[src/verilog/predecoderPkg.sv]
package predecoderPkg;

    // AXI4-Lite read port sizing
    localparam int fetchDataWidth = 32;
    localparam int fetchAddrWidth = 16;

    // command codes, one per mnemonic
    localparam logic [5:0]
        cmdBrk = 6'd0,  cmdJsr = 6'd1,  cmdRti = 6'd2,  cmdRts = 6'd3,
        cmdLdy = 6'd4,  cmdCpy = 6'd5,  cmdCpx = 6'd6,  cmdBit = 6'd7,
        cmdSty = 6'd8,  cmdPhp = 6'd9,  cmdPlp = 6'd10, cmdPha = 6'd11,
        cmdPla = 6'd12, cmdDey = 6'd13, cmdTay = 6'd14, cmdIny = 6'd15,
        cmdInx = 6'd16, cmdJmp = 6'd17, cmdBpl = 6'd18, cmdBmi = 6'd19,
        cmdBvc = 6'd20, cmdBvs = 6'd21, cmdBcc = 6'd22, cmdBcs = 6'd23,
        cmdBne = 6'd24, cmdBeq = 6'd25, cmdClc = 6'd26, cmdSec = 6'd27,
        cmdCli = 6'd28, cmdSei = 6'd29, cmdTya = 6'd30, cmdClv = 6'd31,
        cmdCld = 6'd32, cmdSed = 6'd33, cmdOra = 6'd34, cmdAnd = 6'd35,
        cmdEor = 6'd36, cmdAdc = 6'd37, cmdSta = 6'd38, cmdLda = 6'd39,
        cmdCmp = 6'd40, cmdSbc = 6'd41, cmdLdx = 6'd42, cmdAsl = 6'd43,
        cmdRol = 6'd44, cmdLsr = 6'd45, cmdRor = 6'd46, cmdStx = 6'd47,
        cmdDec = 6'd48, cmdInc = 6'd49, cmdTxa = 6'd50, cmdTax = 6'd51,
        cmdDex = 6'd52, cmdNop = 6'd53, cmdTxs = 6'd54, cmdTsx = 6'd55,
        cmdAslA = 6'd56, cmdRolA = 6'd57, cmdLsrA = 6'd58, cmdRorA = 6'd59,
        cmdIll = 6'd60; // holes and column 3

    // addressing modes
    localparam logic [3:0]
        modeImpl = 4'd0,  modeAcc = 4'd1,   modeImm = 4'd2,   modeZpg = 4'd3,
        modeZpgX = 4'd4,  modeZpgY = 4'd5,  modeAbs = 4'd6,   modeAbsX = 4'd7,
        modeAbsY = 4'd8,  modeInd = 4'd9,   modeXInd = 4'd10, modeIndY = 4'd11,
        modeRel = 4'd12;

    // opcode as aaabbbcc
    typedef struct packed {
        logic [2:0] grpA; // operation
        logic [2:0] grpB; // mode row
        logic [1:0] grpC; // column
    } opcodeFields;

    typedef union packed {
        logic [7:0]  whole;
        opcodeFields fields;
    } opcodeWord;

    // operand bytes per mode, indexed by mode code
    localparam logic [1:0] operandCount [16] = '{
        2'd0, 2'd0, 2'd1, 2'd1,  // impl acc imm zpg
        2'd1, 2'd1, 2'd2, 2'd2,  // zpgX zpgY abs absX
        2'd2, 2'd2, 2'd1, 2'd1,  // absY ind xInd indY
        2'd1, 2'd0, 2'd0, 2'd0   // rel, unused codes
    };

endpackage

[src/verilog/decoder.sv]
`timescale 1ns/1ns
module decoder import predecoderPkg::*; (
    input  opcodeWord  opcode,
    output logic [5:0] cmd,
    output logic [3:0] mode
);

    logic [2:0] grpA;
    logic [2:0] grpB;

    assign grpA = opcode.fields.grpA;
    assign grpB = opcode.fields.grpB;

    always_comb begin
        cmd  = cmdIll;
        mode = modeImpl;
        case (opcode.fields.grpC)
            2'b00: begin
                case (grpB)
                    3'b000: begin
                        mode = grpA[2] ? modeImm : ((grpA == 3'b001) ? modeAbs : modeImpl);
                        case (grpA)
                            3'b000:  cmd = cmdBrk;
                            3'b001:  cmd = cmdJsr;
                            3'b010:  cmd = cmdRti;
                            3'b011:  cmd = cmdRts;
                            3'b101:  cmd = cmdLdy;
                            3'b110:  cmd = cmdCpy;
                            3'b111:  cmd = cmdCpx;
                            default: cmd = cmdIll; // 0x80
                        endcase
                    end
                    3'b001, 3'b011: begin // zero page and absolute rows
                        mode = grpB[1] ? modeAbs : modeZpg;
                        case (grpA)
                            3'b001:  cmd = cmdBit;
                            3'b010:  cmd = grpB[1] ? cmdJmp : cmdIll;
                            3'b011: begin
                                cmd  = grpB[1] ? cmdJmp : cmdIll;
                                mode = modeInd; // jmp (abs)
                            end
                            3'b100:  cmd = cmdSty;
                            3'b101:  cmd = cmdLdy;
                            3'b110:  cmd = cmdCpy;
                            3'b111:  cmd = cmdCpx;
                            default: cmd = cmdIll;
                        endcase
                    end
                    3'b010: begin
                        case (grpA)
                            3'b000:  cmd = cmdPhp;
                            3'b001:  cmd = cmdPlp;
                            3'b010:  cmd = cmdPha;
                            3'b011:  cmd = cmdPla;
                            3'b100:  cmd = cmdDey;
                            3'b101:  cmd = cmdTay;
                            3'b110:  cmd = cmdIny;
                            default: cmd = cmdInx;
                        endcase
                    end
                    3'b100: begin
                        mode = modeRel; // branches
                        case (grpA)
                            3'b000:  cmd = cmdBpl;
                            3'b001:  cmd = cmdBmi;
                            3'b010:  cmd = cmdBvc;
                            3'b011:  cmd = cmdBvs;
                            3'b100:  cmd = cmdBcc;
                            3'b101:  cmd = cmdBcs;
                            3'b110:  cmd = cmdBne;
                            default: cmd = cmdBeq;
                        endcase
                    end
                    3'b101: begin
                        mode = modeZpgX;
                        if (grpA == 3'b100) cmd = cmdSty;
                        if (grpA == 3'b101) cmd = cmdLdy;
                    end
                    3'b110: begin
                        case (grpA)
                            3'b000:  cmd = cmdClc;
                            3'b001:  cmd = cmdSec;
                            3'b010:  cmd = cmdCli;
                            3'b011:  cmd = cmdSei;
                            3'b100:  cmd = cmdTya;
                            3'b101:  cmd = cmdClv;
                            3'b110:  cmd = cmdCld;
                            default: cmd = cmdSed;
                        endcase
                    end
                    default: begin
                        mode = modeAbsX;
                        if (grpA == 3'b101) cmd = cmdLdy;
                    end
                endcase
            end
            2'b01: begin // alu group, mode purely by row
                case (grpB)
                    3'b000:  mode = modeXInd;
                    3'b001:  mode = modeZpg;
                    3'b010:  mode = modeImm;
                    3'b011:  mode = modeAbs;
                    3'b100:  mode = modeIndY;
                    3'b101:  mode = modeZpgX;
                    3'b110:  mode = modeAbsY;
                    default: mode = modeAbsX;
                endcase
                case (grpA)
                    3'b000:  cmd = cmdOra;
                    3'b001:  cmd = cmdAnd;
                    3'b010:  cmd = cmdEor;
                    3'b011:  cmd = cmdAdc;
                    3'b100:  cmd = cmdSta;
                    3'b101:  cmd = cmdLda;
                    3'b110:  cmd = cmdCmp;
                    default: cmd = cmdSbc;
                endcase
                if (opcode.whole == 8'h89) cmd = cmdIll; // no sta immediate
            end
            2'b10: begin
                case (grpB)
                    3'b000: begin
                        mode = modeImm;
                        if (grpA == 3'b101) cmd = cmdLdx;
                    end
                    3'b010: begin
                        mode = grpA[2] ? modeImpl : modeAcc;
                        case (grpA)
                            3'b000:  cmd = cmdAslA;
                            3'b001:  cmd = cmdRolA;
                            3'b010:  cmd = cmdLsrA;
                            3'b011:  cmd = cmdRorA;
                            3'b100:  cmd = cmdTxa;
                            3'b101:  cmd = cmdTax;
                            3'b110:  cmd = cmdDex;
                            default: cmd = cmdNop;
                        endcase
                    end
                    3'b100: cmd = cmdIll;
                    3'b110: begin
                        if (grpA == 3'b100) cmd = cmdTxs;
                        if (grpA == 3'b101) cmd = cmdTsx;
                    end
                    default: begin // odd rows, shifts and x moves
                        case (grpB)
                            3'b001:  mode = modeZpg;
                            3'b011:  mode = modeAbs;
                            3'b101:  mode = (grpA[2:1] == 2'b10) ? modeZpgY : modeZpgX;
                            default: mode = (grpA == 3'b101) ? modeAbsY : modeAbsX;
                        endcase
                        case (grpA)
                            3'b000:  cmd = cmdAsl;
                            3'b001:  cmd = cmdRol;
                            3'b010:  cmd = cmdLsr;
                            3'b011:  cmd = cmdRor;
                            3'b100:  cmd = cmdStx;
                            3'b101:  cmd = cmdLdx;
                            3'b110:  cmd = cmdDec;
                            default: cmd = cmdInc;
                        endcase
                        if (opcode.whole == 8'h9e) cmd = cmdIll; // no stx abs,x
                    end
                endcase
            end
            default: cmd = cmdIll;
        endcase
        if (cmd == cmdIll) mode = modeImpl; // illegal is always one byte
    end

endmodule

[src/verilog/fetchStage.sv]
`timescale 1ns/1ns
module fetchStage import predecoderPkg::*; (
    input  logic                      clk,
    input  logic                      arstN,
    input  logic                      start,
    input  logic [fetchAddrWidth-1:0] startPc,
    output logic                      arValid,
    input  logic                      arReady,
    output logic [fetchAddrWidth-1:0] arAddr,
    input  logic                      rValid,
    output logic                      rReady,
    input  logic [fetchDataWidth-1:0] rData,
    input  logic [1:0]                rResp,
    output logic                      busError,
    output logic                      byteValid,
    input  logic                      byteReady,
    output logic [7:0]                byteData,
    output logic [fetchAddrWidth-1:0] byteAddr
);

    logic [fetchDataWidth-1:0] wordBuf;
    logic                      bufValid;
    logic [1:0]                byteIdx;
    logic [fetchAddrWidth-1:0] wordPtr;  // address of the buffered word
    logic                      running;
    logic                      dropResp; // in-flight read predates the last start
    logic                      arFire;
    logic                      rFire;
    logic                      byteFire;

    assign arFire   = arValid && arReady;
    assign rFire    = rValid && rReady;
    assign byteFire = byteValid && byteReady;

    assign byteValid = bufValid;
    assign byteData  = wordBuf[8*byteIdx +: 8]; // little endian within the word
    assign byteAddr  = {wordPtr[fetchAddrWidth-1:2], byteIdx};

    always_ff @(posedge clk or negedge arstN) begin
        if (!arstN) begin
            arValid  <= 1'b0;
            arAddr   <= '0;
            rReady   <= 1'b0;
            bufValid <= 1'b0;
            byteIdx  <= 2'd0;
            wordPtr  <= '0;
            running  <= 1'b0;
            dropResp <= 1'b0;
            busError <= 1'b0;
        end else if (start) begin
            wordPtr  <= {startPc[fetchAddrWidth-1:2], 2'b00};
            byteIdx  <= startPc[1:0]; // skip bytes below the start offset
            bufValid <= 1'b0;
            busError <= 1'b0;
            running  <= 1'b1;
            if (arFire) begin
                arValid  <= 1'b0;
                rReady   <= 1'b1;
                dropResp <= 1'b1;
            end else if (arValid || (rReady && !rValid)) begin
                dropResp <= 1'b1; // let it finish, then refetch
            end else begin
                rReady   <= 1'b0;
                arValid  <= 1'b1;
                arAddr   <= {startPc[fetchAddrWidth-1:2], 2'b00};
                dropResp <= 1'b0;
            end
        end else begin
            if (arFire) begin
                arValid <= 1'b0;
                rReady  <= 1'b1;
            end
            if (rFire) begin
                rReady <= 1'b0;
                if (dropResp) begin
                    dropResp <= 1'b0;
                end else if (rResp != 2'b00) begin
                    busError <= 1'b1; // stop until next start
                    running  <= 1'b0;
                end else begin
                    bufValid <= 1'b1;
                end
            end
            if (byteFire) begin
                byteIdx <= byteIdx + 2'd1;
                if (byteIdx == 2'd3) begin
                    bufValid <= 1'b0;
                    wordPtr  <= wordPtr + fetchAddrWidth'(4);
                end
            end
            if (running && !bufValid && !arValid && !rReady) begin
                arValid <= 1'b1;
                arAddr  <= wordPtr;
            end
        end
    end

    always_ff @(posedge clk) begin
        if (rFire) wordBuf <= rData;
    end

endmodule

[src/verilog/decodeStage.sv]
`timescale 1ns/1ns
module decodeStage import predecoderPkg::*; (
    input  logic                      clk,
    input  logic                      arstN,
    input  logic                      start,
    input  logic                      byteValid,
    output logic                      byteReady,
    input  logic [7:0]                byteData,
    input  logic [fetchAddrWidth-1:0] byteAddr,
    output logic                      opValid,
    input  logic                      opReady,
    output logic [5:0]                opCmd,
    output logic [3:0]                opMode,
    output logic [1:0]                opCount,
    output logic [fetchAddrWidth-1:0] opAddr,
    output logic                      fwdValid,
    input  logic                      fwdReady,
    output logic [7:0]                fwdData
);

    opcodeWord  opcode;
    logic [5:0] decCmd;
    logic [3:0] decMode;
    logic [1:0] remain; // operand bytes still to forward
    logic       opcodeFire;

    assign opcode.whole = byteData;

    decoder decoder_inst (
        .opcode(opcode),
        .cmd   (decCmd),
        .mode  (decMode)
    );

    // zero remain means the next byte is an opcode
    assign byteReady  = (remain == 2'd0) ? (!opValid || opReady) : fwdReady;
    assign fwdValid   = byteValid && (remain != 2'd0);
    assign fwdData    = byteData;
    assign opcodeFire = byteValid && byteReady && (remain == 2'd0);

    always_ff @(posedge clk or negedge arstN) begin
        if (!arstN) begin
            opValid <= 1'b0;
            remain  <= 2'd0;
        end else if (start) begin
            opValid <= 1'b0;
            remain  <= 2'd0;
        end else begin
            if (opValid && opReady) opValid <= 1'b0;
            if (opcodeFire) begin
                opValid <= 1'b1;
                remain  <= operandCount[decMode];
            end else if (fwdValid && fwdReady) begin
                remain <= remain - 2'd1;
            end
        end
    end

    always_ff @(posedge clk) begin
        if (opcodeFire) begin
            opCmd   <= decCmd;
            opMode  <= decMode;
            opCount <= operandCount[decMode];
            opAddr  <= byteAddr; // pc of the instruction
        end
    end

endmodule

[src/verilog/operandStage.sv]
`timescale 1ns/1ns
module operandStage import predecoderPkg::*; (
    input  logic                      clk,
    input  logic                      arstN,
    input  logic                      start,
    input  logic                      opValid,
    output logic                      opReady,
    input  logic [5:0]                opCmd,
    input  logic [3:0]                opMode,
    input  logic [1:0]                opCount,
    input  logic [fetchAddrWidth-1:0] opAddr,
    input  logic                      fwdValid,
    output logic                      fwdReady,
    input  logic [7:0]                fwdData,
    output logic                      instValid,
    input  logic                      instReady,
    output logic [fetchAddrWidth-1:0] instPc,
    output logic [5:0]                instCmd,
    output logic [3:0]                instMode,
    output logic [15:0]               instOperand
);

    logic       busy;   // header held, operands pending
    logic [1:0] need;
    logic       loDone; // low operand byte filled
    logic       headFire;
    logic       byteFire;

    // a new header may overwrite the output only once it is gone
    assign opReady  = !busy && (!instValid || instReady);
    assign fwdReady = busy;
    assign headFire = opValid && opReady;
    assign byteFire = fwdValid && fwdReady;

    always_ff @(posedge clk or negedge arstN) begin
        if (!arstN) begin
            instValid <= 1'b0;
            busy      <= 1'b0;
            need      <= 2'd0;
            loDone    <= 1'b0;
        end else if (start) begin
            instValid <= 1'b0;
            busy      <= 1'b0;
            need      <= 2'd0;
            loDone    <= 1'b0;
        end else begin
            if (instValid && instReady) instValid <= 1'b0;
            if (headFire) begin
                need   <= opCount;
                loDone <= 1'b0;
                if (opCount == 2'd0) instValid <= 1'b1;
                else busy <= 1'b1;
            end
            if (byteFire) begin
                need   <= need - 2'd1;
                loDone <= 1'b1;
                if (need == 2'd1) begin // last operand byte
                    busy      <= 1'b0;
                    instValid <= 1'b1;
                end
            end
        end
    end

    always_ff @(posedge clk) begin
        if (headFire) begin
            instPc      <= opAddr;
            instCmd     <= opCmd;
            instMode    <= opMode;
            instOperand <= '0;
        end
        if (byteFire) begin
            if (loDone) instOperand[15:8] <= fwdData;
            else instOperand[7:0] <= fwdData;
        end
    end

endmodule

[src/verilog/instructionPredecoder.sv]
`timescale 1ns/1ns
module instructionPredecoder import predecoderPkg::*; (
    input  logic                      clk,
    input  logic                      arstN,
    input  logic                      start,
    input  logic [fetchAddrWidth-1:0] startPc,
    output logic                      arValid,
    input  logic                      arReady,
    output logic [fetchAddrWidth-1:0] arAddr,
    input  logic                      rValid,
    output logic                      rReady,
    input  logic [fetchDataWidth-1:0] rData,
    input  logic [1:0]                rResp,
    output logic                      busError,
    output logic                      instValid,
    input  logic                      instReady,
    output logic [fetchAddrWidth-1:0] instPc,
    output logic [5:0]                instCmd,
    output logic [3:0]                instMode,
    output logic [15:0]               instOperand
);

    // fetch to decode
    logic                      byteValid;
    logic                      byteReady;
    logic [7:0]                byteData;
    logic [fetchAddrWidth-1:0] byteAddr;

    // decode to operand, header plus forwarded bytes
    logic                      opValid;
    logic                      opReady;
    logic [5:0]                opCmd;
    logic [3:0]                opMode;
    logic [1:0]                opCount;
    logic [fetchAddrWidth-1:0] opAddr;
    logic                      fwdValid;
    logic                      fwdReady;
    logic [7:0]                fwdData;

    fetchStage fetchStage_inst (.*);

    decodeStage decodeStage_inst (.*);

    operandStage operandStage_inst (.*);

endmodule

[config.mk]
export PLATFORM = sky130hd
export DESIGN_NAME = instructionPredecoder
export DESIGN_NICKNAME = d
export VERILOG_FILES = /design/src/verilog/predecoderPkg.sv /design/src/verilog/decoder.sv /design/src/verilog/fetchStage.sv /design/src/verilog/decodeStage.sv /design/src/verilog/operandStage.sv /design/src/verilog/instructionPredecoder.sv
export SDC_FILE = /design/constraint.sdc
export NUM_CORES = 1
export LEC_CHECK = 0
export BUFFER_PORTS_ARGS = -buffer_cell sky130_fd_sc_hd__buf_2
export CORE_MARGIN = 10
export CORE_UTILIZATION = 51
export CTS_CLUSTER_SIZE = 40
export DETAILED_ROUTE_END_ITERATION = 8
export PLACE_DENSITY_LB_ADDON = 0.25
export SLEW_MARGIN = 30
export SYNTH_ARGS = -nofsm -noshare
export SYNTH_HDL_FRONTEND = slang
export SYNTH_SLANG_ARGS = --single-unit
[constraint.sdc]
create_clock -name clk -period 3.96 [get_ports clk]
set_input_delay 0.198 -clock clk [delete_from_list [all_inputs] [get_ports clk]]
set_output_delay 0.198 -clock clk [all_outputs]
set_load 0.05 [all_outputs]
==> results of run 1 <==
cell families (layout without fill, tap and decap cells):
logic type | after synthesis | in the layout | share of synthesized area [%]
simple gates | 205 | 205 | 14.0
buf+inv | 62 | 288 | 4.68
xor+xnor | 7 | 7 | 0.855
compound gates | 151 | 151 | 14.6
flops | 147 | 147 | 56.2
mux | 37 | 37 | 7.02
fa+ha+maj | 15 | 15 | 2.62
power by group through the flow:
stage	clock [mW]	sequential, mW	combinational, mW
floorplan	0	2.60	1.04
global placement	0	2.08	2.31
detailed placement	0	2.09	2.32
CTS	1.60	2.06	2.38
global route	1.68	2.09	2.87
finish	1.59	2.07	2.69
stage by stage:
| step | cells | hold slack [ps] | setup slack [ps] | area [µm²] |
|---|---|---|---|---|
| 6_report | 1030 | 11.7 | 79.4 | 9590 |
| 5_1_grt | 1030 | 5.56 | -59.5 | 9590 |
| 4_1_cts | 1018 | 0.524 | 22.0 | 9240 |
| 3_3_place_gp | 947 | 375 | -89.1 | 8230 |
| 2_1_floorplan | 624 | -97.6 | 1.94 | 7180 |
| 3_5_place_dp | 947 | 243 | -161 | 8240 |
repair_timing:
action / CTS / global route
resized for setup: 7 / 53
hold buffers: 39 / 0
pin swaps: 2 / 21
setup buffers: 0 / 12
endpoints found under the hold margin: 83 / 0
setup endpoints to repair: 2 / 4
cells in the mapped netlist, types with 5 or more instances:
cell	instances
edfxtp_1	86
nand2_1	69
nor2_1	46
dfrtp_1	45
o21ai_0	39
a21oi_1	23
inv_1	22
clkbuf_1	21
nand3_1	18
nand2b_1	17
a31oi_1	16
dfxtp_1	16
ha_1	15
mux2i_1	15
mux2_2	12
a211oi_1	9
and3_1	8
buf_6	8
nor2b_1	8
nor3_1	8
nand4_1	7
a311oi_1	6
mux4_2	6
o221ai_1	5
o22ai_1	5
xor2_1	5
critical path: cells and delay by family, from the launching register on:
kind	cells	cell delay, ps
AND/OR/NAND/NOR	6	1210
multiplexers	2	850
buffers and inverters	4	550
flip-flops	1	410
adder cells (fa/ha/maj)	2	340
AO/OA/AOI/OAI	2	280
per-layer routing:
layer,up-vias,GRT usage [%]
met2,207,35.2
li1,2747,-
met4,0,8.32
met3,40,5.31
met1,2923,27.7
met5,-,0
flip-flops by register name, summed over array words and instances, names as in the netlist, 2 cells and up:
register / flops
fetchStage_inst.wordBuf: 32
operandStage_inst.instPc: 16
decodeStage_inst.opCmd: 6
fetchStage_inst.arAddr: 15
decodeStage_inst.opMode: 4
operandStage_inst.need: 2
decodeStage_inst.opAddr: 16
decodeStage_inst.opCount: 2
operandStage_inst.instOperand: 16
operandStage_inst.instMode: 4
fetchStage_inst.byteIdx: 2
decodeStage_inst.remain: 2
fetchStage_inst.wordPtr: 14
operandStage_inst.instCmd: 6
final timing paths:
kind	from	end	slack, ps	depth (start not counted)
hold reg to reg	decodeStage_inst.opCmd[3]$_DFFE_PP_	operandStage_inst.instCmd[3]$_DFFE_PP_	420	0
setup / recovery	fetchStage_inst.byteIdx[0]$_DFFE_PN0P_	decodeStage_inst.opCount[1]$_DFFE_PP_	80	16
min in group asynchronous	arstN	fetchStage_inst.wordPtr[12]$_DFFE_PN0P_	320	2
hold / removal	startPc[15]	fetchStage_inst.wordPtr[15]$_DFFE_PN0P_	10	3
setup reg to reg	fetchStage_inst.byteIdx[0]$_DFFE_PN0P_	decodeStage_inst.opCount[1]$_DFFE_PP_	80	16
max in group asynchronous	arstN	fetchStage_inst.byteIdx[0]$_DFFE_PN0P_	3180	2
layout make-up:
class / instances / area [µm²] / area share [%]
multi-input combinational: 415 / 3080 / 32.1
clock inverter: 12 / 118 / 1.23
sequential: 147 / 4030 / 42.0
clock buffer: 20 / 457 / 4.76
timing repair buffer: 233 / 1580 / 16.5
inverter: 23 / 91.3 / 0.953
tap: 180 / 225 / 2.35
==> results by group, run 1 <==
Synth
  – Sequential element share of the synthesized area: between 50% and 60%
  – Post-synth EDFFs: between 80 and 90
  – Async set-or-reset flop fraction in the synthesized netlist: between 30% and 40%
  – Synth Instances: ~620
  – Unique masters post-synth: 76
  – Syn Area/Cell: 11.5 µm²
  – Dominant cell type by area after synthesis: edfxtp_1
  – Synth top area cells: edfxtp_1, dfrtp_1, dfxtp_1
  – Predominant post-synthesis flop cell: edfxtp_1
  – Mapped cell area: ~7200 µm²
  – Syn nets: between 600 and 700
  – Yosys Warn Count: 0
  – Synth top area share: 36.0%
  – Seq cells post-synth: 147

Route
  – Max layer used: met4
  – DR vias/cell: between 5 and 6
  – Drt initial violations: approximately 380
  – DR pass1 iterations: 5
  – Met1 WL: between 9000 and 10,000 µm
  – Residual DRC count: 0
  – Met2 WL: around 11,000 µm
  – Routed via count: between 5,000 and 6,000
  – Post-Route WL: 21,600 µm
  – Routed WL per cell: 21.0 µm
  – Metal3 WL: 1250 µm
  – ANT nets after route: 0

Power
  – Clk network pwr share: between 20% and 30%
  – Comb pwr share: around 42%
  – Pint: about 3.8 mW
  – Power per Cell Area: ~660 nW/µm²
  – Seq pwr share: roughly a third
  – Leak pwr: between 3 and 4 nW
  – Sw Pwr: approximately 2.5 mW
  – Switching Share: 39.8%
  – Pwr Total: approximately 6.3 mW
  – VDD IR max: 0.469 mV

STA
  – Final-report max-slew violation count: 0
  – Final period util: approximately 98%
  – Fin Setup TNS: 0 ps
  – Tightest Pin Transition: around 700 ps
  – F_max: around 260 MHz
  – Final setup vio count: 0
  – Final Hold Viols: 0
  – Final worst path period need: 3880 ps
  – Unrepaired setup endpoints after global routing: yes
  – Worst Skew: roughly 16 ps
  – Slew margin rel.: 53.4%

Floorplanning
  – Die width: around 140 µm
  – Starting Density: between 50% and 60%
  – Number of core rows: 43
  – I/O pin total: 118
  – Die Y-Extent: between 100 and 150 µm
  – Core box area: ~14,000 µm²
  – Die area: between 15,000 and 20,000 µm²

Setup path
  – Startpoint types: flop
  – Critical Path AT: roughly 4000 ps
  – Worst setup EP type: flop
  – Cells along the critical path: mux4_2, buf_6, buf_6, ha_4, buf_6, nor3_2, nor4bb_2, a221oi_1, nor3_1, or4_4, o211a_4, nand3_2, buf_4, and2_1, ha_2, mux2_2
  – CP Data Required Time: just over 4000 ps
  – Crit-path max cell delay: 600 ps
  – CP Max Fanout: 7
  – Kind of critical path: flop to flop
  – Most used cell, CP: buf_6
  – Worst path slowest cell: mux4_2

Cells and area
  – Final Util: roughly 69%
  – Commonest cells after routing, fill and taps aside: buf_2, edfxtp_1, buf_4, nand2_1, dfrtp_1
  – Fillers: between 1,000 and 1,500
  – Layout net count: slightly above 900
  – Layout area overhead: 33.7%
  – Most common cell after layout, fill and taps aside: buf_2
  – Share of layout cells above drive strength 1: between 30% and 40%
  – Antenna cell count: 0

Clocking
  – CTS sink cnt: 147
  – Clk_lat worst skew: 430 ps
  – H-tree lvl count: 4
  – Reg clk slew, reported paths: around 60 ps
  – CTS tree: yes
  – Total CTS buffers: 17
  – Clock Path Buffers: 2
  – CTS root buf: clkbuf_16

Placed design
  – DP HPWL: 14,700 µm
  – Input/output buffers: between 100 and 150
  – Final Wtd Congestion: 0.887

Global route
  – First-pass GRT wire length: 33,500 µm
  – Vias in the first global route: approximately 6,000
  – Initial antenna violation count: 0
  – Tot GR Track Use: a little over a fifth
  – Largest net degree at the start of global routing: 46
  – GRT overflow: 0

Job
  – Max-Cap Viols: 0

Status
  – Status: completed

Hold path
  – Worst hold path class: primary input to flop
(Power assumes the default switching activity.)
==> inputs of run 2 (changes only) <==
--- a/config.mk
+++ b/config.mk
@@ -5,6 +5,7 @@
 export SDC_FILE = /design/constraint.sdc
 export NUM_CORES = 1
 export LEC_CHECK = 0
+export ABC_AREA = 1
 export BUFFER_PORTS_ARGS = -buffer_cell sky130_fd_sc_hd__buf_2
 export CORE_MARGIN = 10
 export CORE_UTILIZATION = 51
==> results by group, run 2 <==
Clocking
  – CTS root buf: clkbuf_16
  – CTS tree: yes
  – Total CTS buffers: 17
  – Reg clk slew, reported paths: 60 ps
  – Clk_lat worst skew: around 430 ps
  – H-tree lvl count: 4
  – CTS sink cnt: around 150
  – Clock Path Buffers: 2

Floorplanning
  – I/O pin total: around 120
  – Die width: 138 µm
  – Die Y-Extent: roughly 140 µm
  – Number of core rows: 42
  – Starting Density: 52.6%
  – Core box area: 13,400 µm²
  – Die area: ~19,000 µm²

Job
  – Max-Cap Viols: 0

Synth
  – Mux cell area share after synthesis: 0%
  – Synth top area share: approximately 37%
  – Mapped cell area: between 7000 and 8000 µm²
  – Post-Synth Simple-Gate Area: about a quarter
  – Predominant post-synthesis flop cell: edfxtp_1
  – Top cells by count, synth: nand2_1, edfxtp_1, inv_1, nand3_1, o21ai_0
  – Syn nets: 857
  – Syn Area/Cell: ~9.0 µm²
  – Synth Area in Compound Gates: between 9 and 10%
  – Unique masters post-synth: 44
  – Synth Instances: roughly 790
  – Async set-or-reset flop fraction in the synthesized netlist: a little under a third
  – Synth top area cells: edfxtp_1, dfrtp_1, nand2_1
  – Top-count cell post-synth: nand2_1
  – Combinational family with the most area after synthesis: simple AND/OR/NAND/NOR gates
  – XOR/XNOR Fraction of Synth Area: less than 1%
  – Sequential element share of the synthesized area: 57.1%
  – Post-synth EDFFs: 86
  – Yosys Warn Count: 0
  – Synth Area in Adders: 2.66%
  – Dominant cell type by area after synthesis: edfxtp_1
  – Seq cells post-synth: roughly 150

Setup path
  – CP Max Fanout: 7
  – Kind of critical path: flop to flop
  – Startpoint types: flop
  – Critical Path AT: 3870 ps
  – Worst setup EP type: flop
  – CP Data Required Time: roughly 4100 ps

Placed design
  – Final Wtd Congestion: between 0.9 and 1
  – Cell Area, Placed: around 7900 µm²
  – Input/output buffers: 117
  – DP HPWL: ~13,000 µm
  – Placed cell count: between 1,000 and 1,500

Power
  – VDD IR max: 0.559 mV
  – Comb pwr share: between 40 and 50%
  – Seq pwr share: between 30% and 40%
  – Leak pwr: approximately 4.1 nW
  – Switching Share: a little over two fifths
  – Pint: 3.81 mW
  – Clk network pwr share: between 20% and 30%
  – Power per Cell Area: between 700 and 800 nW/µm²
  – Sw Pwr: approximately 2.7 mW

Cells and area
  – Final Util: roughly two thirds
  – Layout net count: 1,021
  – Antenna cell count: 0
  – Most common cell after layout, fill and taps aside: nand2_1
  – Layout area overhead: 25.7%
  – Max FFs per register: 32
  – Commonest cells after routing, fill and taps aside: nand2_1, buf_2, edfxtp_1, nand3_1, inv_1
  – Share of layout cells above drive strength 1: between 20% and 30%
  – Biggest register: fetchStage_inst.wordBuf
  – Fin cells: 1,139
  – Final instance area: slightly below 9000 µm²

Global route
  – Initial antenna violation count: 0
  – GRT overflow: 0
  – First-pass GRT wire length: approximately 29,000 µm
  – Vias in the first global route: 5,737
  – Largest net degree at the start of global routing: 46
  – Tot GR Track Use: between 10% and 20%

STA
  – Hold_ws: 49.5 ps
  – Worst Skew: around 7.7 ps
  – Final worst path period need: roughly 3700 ps
  – Tightest Pin Transition: a little under 800 ps
  – Final-report max-slew violation count: 0
  – F_max: 271 MHz
  – Final setup vio count: 0
  – Slew margin rel.: 48.2%
  – Final Hold Viols: 0
  – Final period util: a little over 90%

Route
  – Post-Route WL: roughly 19,000 µm
  – Routed via count: between 5,000 and 6,000
  – DR pass1 iterations: 5
  – Drt initial violations: a little over 500
  – ANT nets after route: 0
  – Residual DRC count: 0
  – Routed WL per cell: 16.3 µm
  – DR vias/cell: ~5.2

Hold path
  – Worst hold path class: primary input to flop

Status
  – Status: completed
run 2: critical path, stage by stage, from the launching register on:
cell	delay, ps
dfrtp_2	420
inv_2	80
nand2_1	60
nand3_1	130
nand2_4	140
inv_1	80
ha_1	300
or2_2	380
nor2_1	150
nor2_1	70
nand2_1	60
nand2_1	50
a21oi_1	150
nand3_1	80
nand2_1	60
nand2_1	60
nand2_1	60
inv_1	40
nand2_2	100
inv_1	70
nor2_2	130
inv_1	70
ha_1	290
or2_1	240
and2_1	150
run 2: what timing repair did:
item | in CTS | in global routing
setup endpoints to repair | 0 | 4
endpoints found under the hold margin | 77 | 0
setup buffers | 0 | 2
hold buffers | 33 | 0
resized for setup | 0 | 7
run 2: per-layer routing:
metal / track usage, % / wire (µm) / share of wire (%) / vias up
met3: 5.64 / 1630 / 8.8 / 28
met1: 24.9 / 7870 / 43 / 2757
met4: 7.32 / 302 / 1.6 / 0
met2: 31.3 / 8710 / 47 / 240
met5: 0 / 0 / 0 / -
li1: - / - / - / 2953
run 2: layout make-up:
| cell class | count | area, µm² |
|---|---|---|
| Clock buffer | 18 | 429 |
| Timing Repair Buffer | 170 | 1070 |
| Tap cell | 176 | 220 |
| Sequential cell | 147 | 4030 |
| Fill cell | 1095 | 4540 |
| Clock inverter | 14 | 188 |
| Multi-Input combinational cell | 535 | 2630 |
| Inverter | 79 | 297 |
run 2: through the flow:
step           TNS, ps  total power [mW]  worst slack [ps]
2_1_floorplan        0              4.12               448
3_3_place_gp         0              4.80               198
3_5_place_dp         0              4.81              87.5
4_1_cts              0              6.52              5.44
5_1_grt          -2.93              6.91             -2.93
6_report             0              6.54               271
run 2: kinds of logic (layout without fill, tap and decap cells):
logic type / Yosys count / count (layout)
xor gates and xnor gates: 1 / 1
AOI/OAI and AO/OA: 114 / 114
buffers and inverters: 104 / 281
DFF: 147 / 147
adders and majority gates: 15 / 15
and+or+nand+nor: 405 / 405
run 2: final timing paths:
check / startpoint / slack [ps] / end / cells after the start
max: fetchStage_inst.byteIdx[0]$_DFFE_PN0P_ / 270 / decodeStage_inst.opCount[0]$_DFFE_PP_ / 24
min: startPc[1] / 50 / fetchStage_inst.byteIdx[1]$_DFFE_PN0P_ / 3
max reg2reg: fetchStage_inst.byteIdx[0]$_DFFE_PN0P_ / 270 / decodeStage_inst.opCount[0]$_DFFE_PP_ / 24
min reg2reg: decodeStage_inst.opMode[3]$_DFFE_PP_ / 420 / operandStage_inst.instMode[3]$_DFFE_PP_ / 0
max in group asynchronous: arstN / 3220 / fetchStage_inst.byteIdx[0]$_DFFE_PN0P_ / 2
min in group asynchronous: arstN / 310 / fetchStage_inst.arAddr[6]$_DFFE_PN0P_ / 2
run 2: power by group through the flow:
stage / clock (mW) / combinational (mW) / sequential, mW
after floorplan: 0 / 1.37 / 2.75
after global placement: 0 / 2.59 / 2.21
after detailed placement: 0 / 2.59 / 2.21
after CTS: 1.68 / 2.65 / 2.19
after global routing: 1.74 / 2.94 / 2.22
final: 1.67 / 2.69 / 2.19
